`src/logic/seq_bus_pkg.sv`:
```
// sequencer write bus definitions
//   channel count and channel index width
//   register write address and data widths
//   write struct carried on every channel and on the mux output
//   per-channel frame number type
package seq_bus_pkg;

    localparam int NUM_CHN    = 4;                // sensor channels into the mux
    localparam int CHN_BITS   = $clog2(NUM_CHN);  // channel index width
    localparam int WADDR_BITS = 14;               // register write address
    localparam int WDATA_BITS = 32;               // register write data

    // one register write, held by a sequencer until acknowledged
    typedef struct packed {
        logic [WADDR_BITS-1:0] waddr;  // target register
        logic [WDATA_BITS-1:0] wdata;  // value to write
    } seq_wr_t;  // 46 bits

    typedef logic [3:0] frame_num_t;  // frame counter of one channel, wraps

endpackage

```
`src/logic/status_pkg.sv`:
```
// command bus and status packet definitions
//   command address and compare mask of this block
//   status register address byte sent first in every packet
//   status mode encoding and the control byte struct
//   status payload width
package status_pkg;

    localparam logic [15:0] CMD_ADDR    = 16'h0702;  // status control command
    localparam logic [15:0] CMD_MASK    = 16'h07ff;  // bits taking part in compare
    localparam logic [7:0]  STATUS_ADDR = 8'h31;     // address byte of status packets

    localparam int PAYLOAD_BITS = 18;  // four frame numbers over two zero bits

    // status reporting modes, low two bits of the control byte
    typedef enum logic [1:0] {
        MODE_STOP     = 2'd0,  // no packets
        MODE_ONCE     = 2'd1,  // one packet now
        MODE_AUTO     = 2'd2,  // packet on each payload change
        MODE_ONCE_ALT = 2'd3   // behaves as single
    } status_mode_t;

    // control byte written over the command bus
    typedef struct packed {
        logic [5:0]   seq;   // tag copied into packets
        status_mode_t mode;  // reporting mode
    } status_ctl_t;

endpackage

```
`src/logic/cmd_deser.sv`:
```
`timescale 1ns/1ps
// command deserializer for the byte-serial command bus
//   collects address low, address high and data bytes after cmd_stb
//   compares the address with the status command under its mask
//   strobes the data byte out as a status control word
module cmd_deser (
    input  logic                    mclk,
    input  logic                    rst,
    input  logic [7:0]              cmd_ad,   // address low, address high, data
    input  logic                    cmd_stb,  // with the first byte
    output status_pkg::status_ctl_t ctl,
    output logic                    ctl_we    // one cycle, two after data byte
);
    import status_pkg::*;

    logic [1:0]  byte_cnt;  // bytes taken, 0 when idle
    logic [23:0] sr_r;      // {data, addr high, addr low} once full
    logic        done_r;    // third byte just shifted in
    logic        addr_hit;  // assembled address matches
    status_ctl_t ctl_r;
    logic        ctl_we_r;

    // only masked bits have to agree
    assign addr_hit = ((sr_r[15:0] ^ CMD_ADDR) & CMD_MASK) == 16'h0000;

    always_ff @(posedge mclk or posedge rst) begin
        if (rst) begin
            byte_cnt <= 2'd0;
            done_r   <= 1'b0;
            ctl_we_r <= 1'b0;
        end else begin
            if (cmd_stb)
                byte_cnt <= 2'd1;                  // restart on every strobe
            else if (byte_cnt == 2'd2)
                byte_cnt <= 2'd0;                  // data byte taken, idle
            else if (byte_cnt != 2'd0)
                byte_cnt <= byte_cnt + 2'd1;
            done_r   <= !cmd_stb && (byte_cnt == 2'd2);
            ctl_we_r <= done_r && addr_hit;        // other commands ignored
        end
    end

    always_ff @(posedge mclk) begin
        if (cmd_stb || (byte_cnt != 2'd0))
            sr_r <= {cmd_ad, sr_r[23:8]};          // newest byte on top
        if (done_r)
            ctl_r <= status_ctl_t'(sr_r[23:16]);   // data byte
    end

    assign ctl    = ctl_r;
    assign ctl_we = ctl_we_r;

endmodule

```
`src/logic/cmd_seq_mux.sv`:
```
`timescale 1ns/1ps
// command sequencer multiplexer top
//   command deserializer programming the status reporting
//   round-robin arbiter from four sequencer channels to one write port
//   status generator reporting the four frame numbers
module cmd_seq_mux (
    input  logic                            mclk,
    input  logic                            rst,
    // command bus
    input  logic [7:0]                      cmd_ad,
    input  logic                            cmd_stb,
    // status bus
    output logic [7:0]                      status_ad,
    output logic                            status_rq,
    input  logic                            status_start,
    // sequencer channels
    input  seq_bus_pkg::frame_num_t         frame_num [seq_bus_pkg::NUM_CHN],
    input  logic [seq_bus_pkg::NUM_CHN-1:0] wr_en,
    input  seq_bus_pkg::seq_wr_t            wr [seq_bus_pkg::NUM_CHN],
    output logic [seq_bus_pkg::NUM_CHN-1:0] ackn,
    // register write port
    output seq_bus_pkg::seq_wr_t            out_wr,
    output logic                            wr_en_out,
    input  logic                            ackn_out
);
    import status_pkg::*;

    status_ctl_t             ctl;      // decoded control byte
    logic                    ctl_we;
    logic [PAYLOAD_BITS-1:0] payload;  // channel 3 on top

    // two low bits reserved, sent as zero
    assign payload = {frame_num[3], frame_num[2], frame_num[1], frame_num[0], 2'b00};

    cmd_deser i_cmd_deser (
        .mclk    (mclk),
        .rst     (rst),
        .cmd_ad  (cmd_ad),
        .cmd_stb (cmd_stb),
        .ctl     (ctl),
        .ctl_we  (ctl_we)
    );

    seq_rr_arbiter i_seq_rr_arbiter (
        .mclk      (mclk),
        .rst       (rst),
        .wr_en     (wr_en),
        .wr        (wr),
        .ackn      (ackn),
        .out_wr    (out_wr),
        .wr_en_out (wr_en_out),
        .ackn_out  (ackn_out)
    );

    status_gen i_status_gen (
        .mclk         (mclk),
        .rst          (rst),
        .ctl          (ctl),
        .ctl_we       (ctl_we),
        .payload      (payload),
        .status_ad    (status_ad),
        .status_rq    (status_rq),
        .status_start (status_start)
    );

endmodule

```
`src/logic/seq_rr_arbiter.sv`:
```
`timescale 1ns/1ps
// round-robin arbiter for the sequencer write channels
//   hides requests in their acknowledge cycle
//   rotates priority starting after the last served channel
//   registered output write with level valid, one-cycle ackn per channel
//   a new word may replace the one being consumed on the same edge
module seq_rr_arbiter (
    input  logic                            mclk,
    input  logic                            rst,
    input  logic [seq_bus_pkg::NUM_CHN-1:0] wr_en,   // held until ackn
    input  seq_bus_pkg::seq_wr_t            wr [seq_bus_pkg::NUM_CHN],
    output logic [seq_bus_pkg::NUM_CHN-1:0] ackn,    // one-cycle accept
    output seq_bus_pkg::seq_wr_t            out_wr,
    output logic                            wr_en_out,  // level, word valid
    input  logic                            ackn_out    // downstream consumed
);
    import seq_bus_pkg::*;

    logic [NUM_CHN-1:0]  pend;      // real requests this cycle
    logic                any_pend;
    logic [CHN_BITS-1:0] last_r;    // last served channel
    logic [CHN_BITS-1:0] win_idx;   // winner under rotating priority
    logic [NUM_CHN-1:0]  win_oh;    // winner as one-hot
    logic                take;      // load a new word on this edge
    logic                full_r;    // output holds a word
    logic [NUM_CHN-1:0]  ackn_r;
    seq_wr_t             out_wr_r;

    // during its ackn cycle a channel still shows the old enable
    assign pend     = wr_en & ~ackn_r;
    assign any_pend = |pend;
    assign take     = any_pend && (!full_r || ackn_out);  // empty or draining

    // first pending channel after the last one served
    always_comb begin : rr_pick
        logic [CHN_BITS-1:0] idx;
        logic                found;
        win_idx = last_r;
        found   = 1'b0;
        for (int i = 1; i <= NUM_CHN; i++) begin
            idx = last_r + CHN_BITS'(i);  // wraps around
            if (!found && pend[idx]) begin
                win_idx = idx;
                found   = 1'b1;
            end
        end
    end

    assign win_oh = {{(NUM_CHN - 1){1'b0}}, 1'b1} << win_idx;

    always_ff @(posedge mclk or posedge rst) begin
        if (rst) begin
            full_r <= 1'b0;
            ackn_r <= '0;
            last_r <= CHN_BITS'(NUM_CHN - 1);  // so channel 0 goes first
        end else begin
            ackn_r <= take ? win_oh : '0;      // ackn one cycle after grant
            if (take) begin
                full_r <= 1'b1;
                last_r <= win_idx;
            end else if (ackn_out) begin
                full_r <= 1'b0;                // consumed, nothing new
            end
        end
    end

    // winner's write, held under back-pressure
    always_ff @(posedge mclk) begin
        if (take)
            out_wr_r <= wr[win_idx];
    end

    assign ackn      = ackn_r;
    assign out_wr    = out_wr_r;
    assign wr_en_out = full_r;

endmodule

```
`src/logic/status_gen.sv`:
```
`timescale 1ns/1ps
// status packet generator
//   stores mode and sequence tag from control writes
//   arms on single-mode writes, or on payload change in auto mode
//   request/start handshake with the address byte, then three data bytes
//   a packet armed while another is in flight goes out afterwards
module status_gen (
    input  logic                                mclk,
    input  logic                                rst,
    input  status_pkg::status_ctl_t             ctl,
    input  logic                                ctl_we,
    input  logic [status_pkg::PAYLOAD_BITS-1:0] payload,
    output logic [7:0]                          status_ad,  // address, then data
    output logic                                status_rq,  // held until start
    input  logic                                status_start
);
    import status_pkg::*;

    status_mode_t            mode_r;
    logic [5:0]              seq_r;   // tag for next packets
    logic [PAYLOAD_BITS-1:0] pl_r;    // registered payload
    logic [PAYLOAD_BITS-1:0] pl_rr;   // previous registered payload
    logic [PAYLOAD_BITS-1:0] pl_f;    // frozen when arming
    logic                    pl_chg;
    logic                    arm;     // request a packet
    logic                    pend_r;  // armed, not yet launched
    logic                    launch;  // raise request this edge
    logic                    rq_r;
    logic [1:0]              bcnt;    // data bytes still to send
    logic [23:0]             sh_r;    // packet data, low byte first
    logic [7:0]              ad_r;

    assign pl_chg = pl_r != pl_rr;
    assign arm    = (ctl_we && (ctl.mode == MODE_ONCE || ctl.mode == MODE_ONCE_ALT))
                 || (mode_r == MODE_AUTO && pl_chg);
    assign launch = pend_r && !rq_r && (bcnt == 2'd0);  // bus free

    always_ff @(posedge mclk or posedge rst) begin
        if (rst) begin
            mode_r <= MODE_STOP;
            seq_r  <= 6'd0;
            pl_r   <= '0;
            pl_rr  <= '0;
            pend_r <= 1'b0;
            rq_r   <= 1'b0;
            bcnt   <= 2'd0;
            ad_r   <= 8'h00;
        end else begin
            pl_r  <= payload;
            pl_rr <= pl_r;
            if (ctl_we) begin
                mode_r <= ctl.mode;
                seq_r  <= ctl.seq;
            end
            if (arm)
                pend_r <= 1'b1;  // also keeps one queued behind a launch
            else if (launch)
                pend_r <= 1'b0;
            if (launch) begin
                rq_r <= 1'b1;
                ad_r <= STATUS_ADDR;
            end else if (rq_r && status_start) begin
                rq_r <= 1'b0;    // drops with the start pulse
                ad_r <= sh_r[7:0];
                bcnt <= 2'd2;
            end else if (bcnt != 2'd0) begin
                ad_r <= sh_r[7:0];
                bcnt <= bcnt - 2'd1;
            end else if (!rq_r) begin
                ad_r <= 8'h00;   // idle bus
            end
        end
    end

    always_ff @(posedge mclk) begin
        if (arm)
            pl_f <= pl_r;
        if (launch)
            sh_r <= {pl_f[17:10], pl_f[9:2], seq_r, pl_f[1:0]};
        else if ((rq_r && status_start) || (bcnt != 2'd0))
            sh_r <= {8'h00, sh_r[23:8]};  // next byte down
    end

    assign status_ad = ad_r;
    assign status_rq = rq_r;

endmodule

```
`config.mk`:
```
export PLATFORM = sky130hd
export DESIGN_NAME = cmd_seq_mux
export DESIGN_NICKNAME = d
export VERILOG_FILES = /design/src/logic/seq_bus_pkg.sv /design/src/logic/status_pkg.sv /design/src/logic/cmd_deser.sv /design/src/logic/cmd_seq_mux.sv /design/src/logic/seq_rr_arbiter.sv /design/src/logic/status_gen.sv
export SDC_FILE = /design/constraint.sdc
export NUM_CORES = 1
export LEC_CHECK = 0
export BUFFER_PORTS_ARGS = -buffer_cell sky130_fd_sc_hd__buf_2
export CORE_ASPECT_RATIO = 1.2
export CORE_UTILIZATION = 30
export DETAILED_ROUTE_END_ITERATION = 10
export MAX_ROUTING_LAYER = met4
export PLACE_DENSITY = 0.59
export REMOVE_ABC_BUFFERS = 1
export SLEW_MARGIN = 20
export SYNTH_ARGS = -nofsm -noshare
export SYNTH_HDL_FRONTEND = slang
export SYNTH_SLANG_ARGS = --single-unit
export TNS_END_PERCENT = 20
```
`constraint.sdc`:
```
create_clock -name mclk -period 3.97 [get_ports mclk]
set_input_delay 0.5955 -clock mclk [delete_from_list [all_inputs] [get_ports mclk]]
set_output_delay 0.5955 -clock mclk [all_outputs]
set_load 0.01 [all_outputs]
```
==> out/results.tsv <==
stage	metric	value	unit
cts	CTS hold repair buffers	0	
sta	worst hold slack	0.269	ns
layout	final core occ	40.2	%
floorplanning	die height	177	microns
synthesis	Netlist Area Pre-Place	7630	sq um
layout	layout cell share with drive strength beyond 1	42.3	%
placed_design	DPL Wire Length	15800	microns
grt	initial antenna violation count	16	
cts	total CTS buffers	17	
setup_path	R2R Setup Slk	1.50	ns
run_status	status	finished clean	
power	total power	7.00	mW
layout	Layout fillers	2406	
drt	vias per inst	4.39	
synthesis	top cell type by total area after synthesis	edfxtp_1	
synthesis	YS warnings	0	
min_path	Hold WC Path Type	in2reg	
grt	largest net degree at the start of global routing	75	
layout	final net count	1000	
grt	total gr overflow	0	
synthesis	top_reg_cell synth	edfxtp_1	
cts	CTS clock-pin slew for the worst setup and hold paths	0.08	ns
cts	clk_lat worst skew	0.43	ns
synthesis	post-synthesis sequential area ratio	67.1	%
sta	crit share post-route	62.3	%
floorplanning	die width	148	microns
power	Pwr Density	701	nW/um^2
cts	CTS root buffer	clkbuf_16	
grt	All-Layer GR Usage	16.6	%
sta	Setup-failing EPs final	0	
grt	vias in the first global route	5211	
sta	max_slew headroom	35.5	%
sta	clk_skew	0.0169	ns
synthesis	synth cell count leaders	mux2i_1 (139), edfxtp_1 (118), dfrtp_1 (61)	
drt	via count	4973	
cts	Resize count post-CTS	0	
setup_path	crit-path most repeated cell	mux2i_1	
synthesis	syn_area_per_cell	15.1	sq um
synthesis	Post-synth ARST share	34.8	%
drt	wire per inst	18.0	microns
floorplanning	die area	26100	sq um
synthesis	Gate Count Post-Synth	505	
floorplanning	Initial Util	30.7	%
synthesis	most numerous cell in the Yosys netlist	mux2i_1	
synthesis	Area contributors post-synth	edfxtp_1 (46%), dfrtp_1 (20%), mux2i_1 (18%)	
cts	CTS tree	built	
job	max_cap viols	0	
setup_path	WP buf/inv	1	
layout	register area	5120	sq um
drt	DRT Pass-1 Iters	4	
cts	post-CTS setup buffers	0	
setup_path	Worst Setup End Kind	register	
power	worst vdd ir	559	uV
setup_path	startpoint types	register	
setup_path	Top delay family on crit path	compound AO/OA/AOI/OAI gates	
setup_path	Cell Chain, Critical Path	nand2b_2 > nand2b_1 > a22oi_1 > o21ai_4 > buf_12 > mux2i_1 > mux2i_1	
drt	final antenna-violating net count	0	
drt	DRT Wirelength	20400	microns
setup_path	CP max stage delay	0.51	ns
sta	max-slew violations	0	
synthesis	Post-synth EDFFs	118	
sta	worst-margin pin slew	0.968	ns
setup_path	Worst EP required	4.15	ns
floorplanning	Core ar.	24800	sq um
layout	Multi-input gate area	2350	sq um
drt	drt first-iter violations	244	
synthesis	flops & latches, synth	181	
power	leakage	4.62	nW
sta	Final Hold Vio Count	0	
sta	Fmax	0.404	GHz
floorplanning	Rows	63	
setup_path	critical path class	reg2reg	
sta	RSZ-0062 raised after global routing	no	
cts	depth of the CTS H-tree	4	
setup_path	WP data arrival	2.65	ns
sta	post-layout min period	2.47	ns
layout	area delta synth->final	30.8	%
synthesis	share of the synthesized area in the top cell type	46.4	%
cts	Sink Count	181	
synthesis	Yosys cell types	41	
setup_path	Crit-path slowest cell	o21ai_4	
cts	Max clock buf depth	2	
drt	drt drc	0	
grt	global-route wire length before repair	30500	microns
floorplanning	Top-Level Pins	277	
placed_design	PortBufs	276	
setup_path	maximum fanout along the worst path	74	
placed_design	Final Wtd Congestion	0.859	
where the power goes:
group | leakage [nW] | switching, mW | internal, mW
sequential | 1.95 | 0.169 | 2.67
clock | 0.293 | 0.789 | 0.877
combinational | 2.38 | 1.34 | 1.15
cells in the final DEF (no fill, tap or decap), types with 7 or more instances in the layout:
cell / n
dfrtp_1: 61
nand2_1: 50
xor2_1: 17
and2_1: 10
buf_2: 276
mux2_2: 7
edfxtp_1: 118
a22oi_1: 9
clkbuf_16: 18
diode_2: 13
mux2i_1: 139
worst paths after layout:
path | startpoint | end | cells past startpoint
worst max-delay path | i_seq_rr_arbiter.ackn[1]$_DFF_PP0_ | i_seq_rr_arbiter.out_wr[20]$_DFFE_PP_ | 7
worst min-delay path | frame_num[14] | i_status_gen.pl_r[4]$_DFF_PP0_ | 1
worst max register to register | i_seq_rr_arbiter.ackn[1]$_DFF_PP0_ | i_seq_rr_arbiter.out_wr[20]$_DFFE_PP_ | 7
worst min register to register | i_status_gen.pl_r[10]$_DFF_PP0_ | i_status_gen.pl_rr[10]$_DFF_PP0_ | 0
max in group asynchronous | rst | i_seq_rr_arbiter.last_r[0]$_DFFE_PP1P_ | 3
min in group asynchronous | rst | i_cmd_deser.byte_cnt[0]$_DFFE_PP0P_ | 2
logic make-up after synthesis:
logic type,synth area share (%)
buf+inv,2.46
fa+ha+maj,0.164
flops,67.1
mux,19.3
simple gates,6.02
compound gates,3.05
xor+xnor,1.95
stage by stage:
step	worst slack (ns)	instances	cell area, sq um	TNS, ns
2_1_floorplan	-3.81	480	7480	-192.46
3_3_place_gp	1.23	1088	9360	0
3_5_place_dp	1.18	1088	9360	0
4_1_cts	1.48	1120	9950	0
5_1_grt	1.30	1129	9970	0
6_report	1.50	1133	9980	0
final cells by class:
class	instances	share of cell area (%)
multi-input combinational	290	23.6
clock buffer	19	4.56
tap	325	4.07
clock inverter	13	1.32
antenna	13	0.326
timing repair buffer	283	14.5
inverter	9	0.338
sequential	181	51.3
sequential cells by signal, summed over array words and instances (netlist names), 2 cells and up:
signal / count
i_seq_rr_arbiter.out_wr: 46
i_cmd_deser.sr_r: 24
i_status_gen.sh_r: 24
i_status_gen.pl_f: 16
i_status_gen.pl_r: 16
i_status_gen.pl_rr: 16
i_cmd_deser.ctl: 8
i_status_gen.status_ad: 8
i_status_gen.seq_r: 6
i_seq_rr_arbiter.ackn: 4
i_cmd_deser.byte_cnt: 2
i_seq_rr_arbiter.last_r: 2
i_status_gen.bcnt: 2
i_status_gen.mode_r: 2
routing by layer:
metal | wire length [microns] | global-route usage (%)
met1 | 7820 | 18.5
met5 | 0 | -
met2 | 10000 | 26.6
met3 | 2350 | 7.99
met4 | 180 | 4.55
No activity file was read; power rests on OpenSTA's default activity.
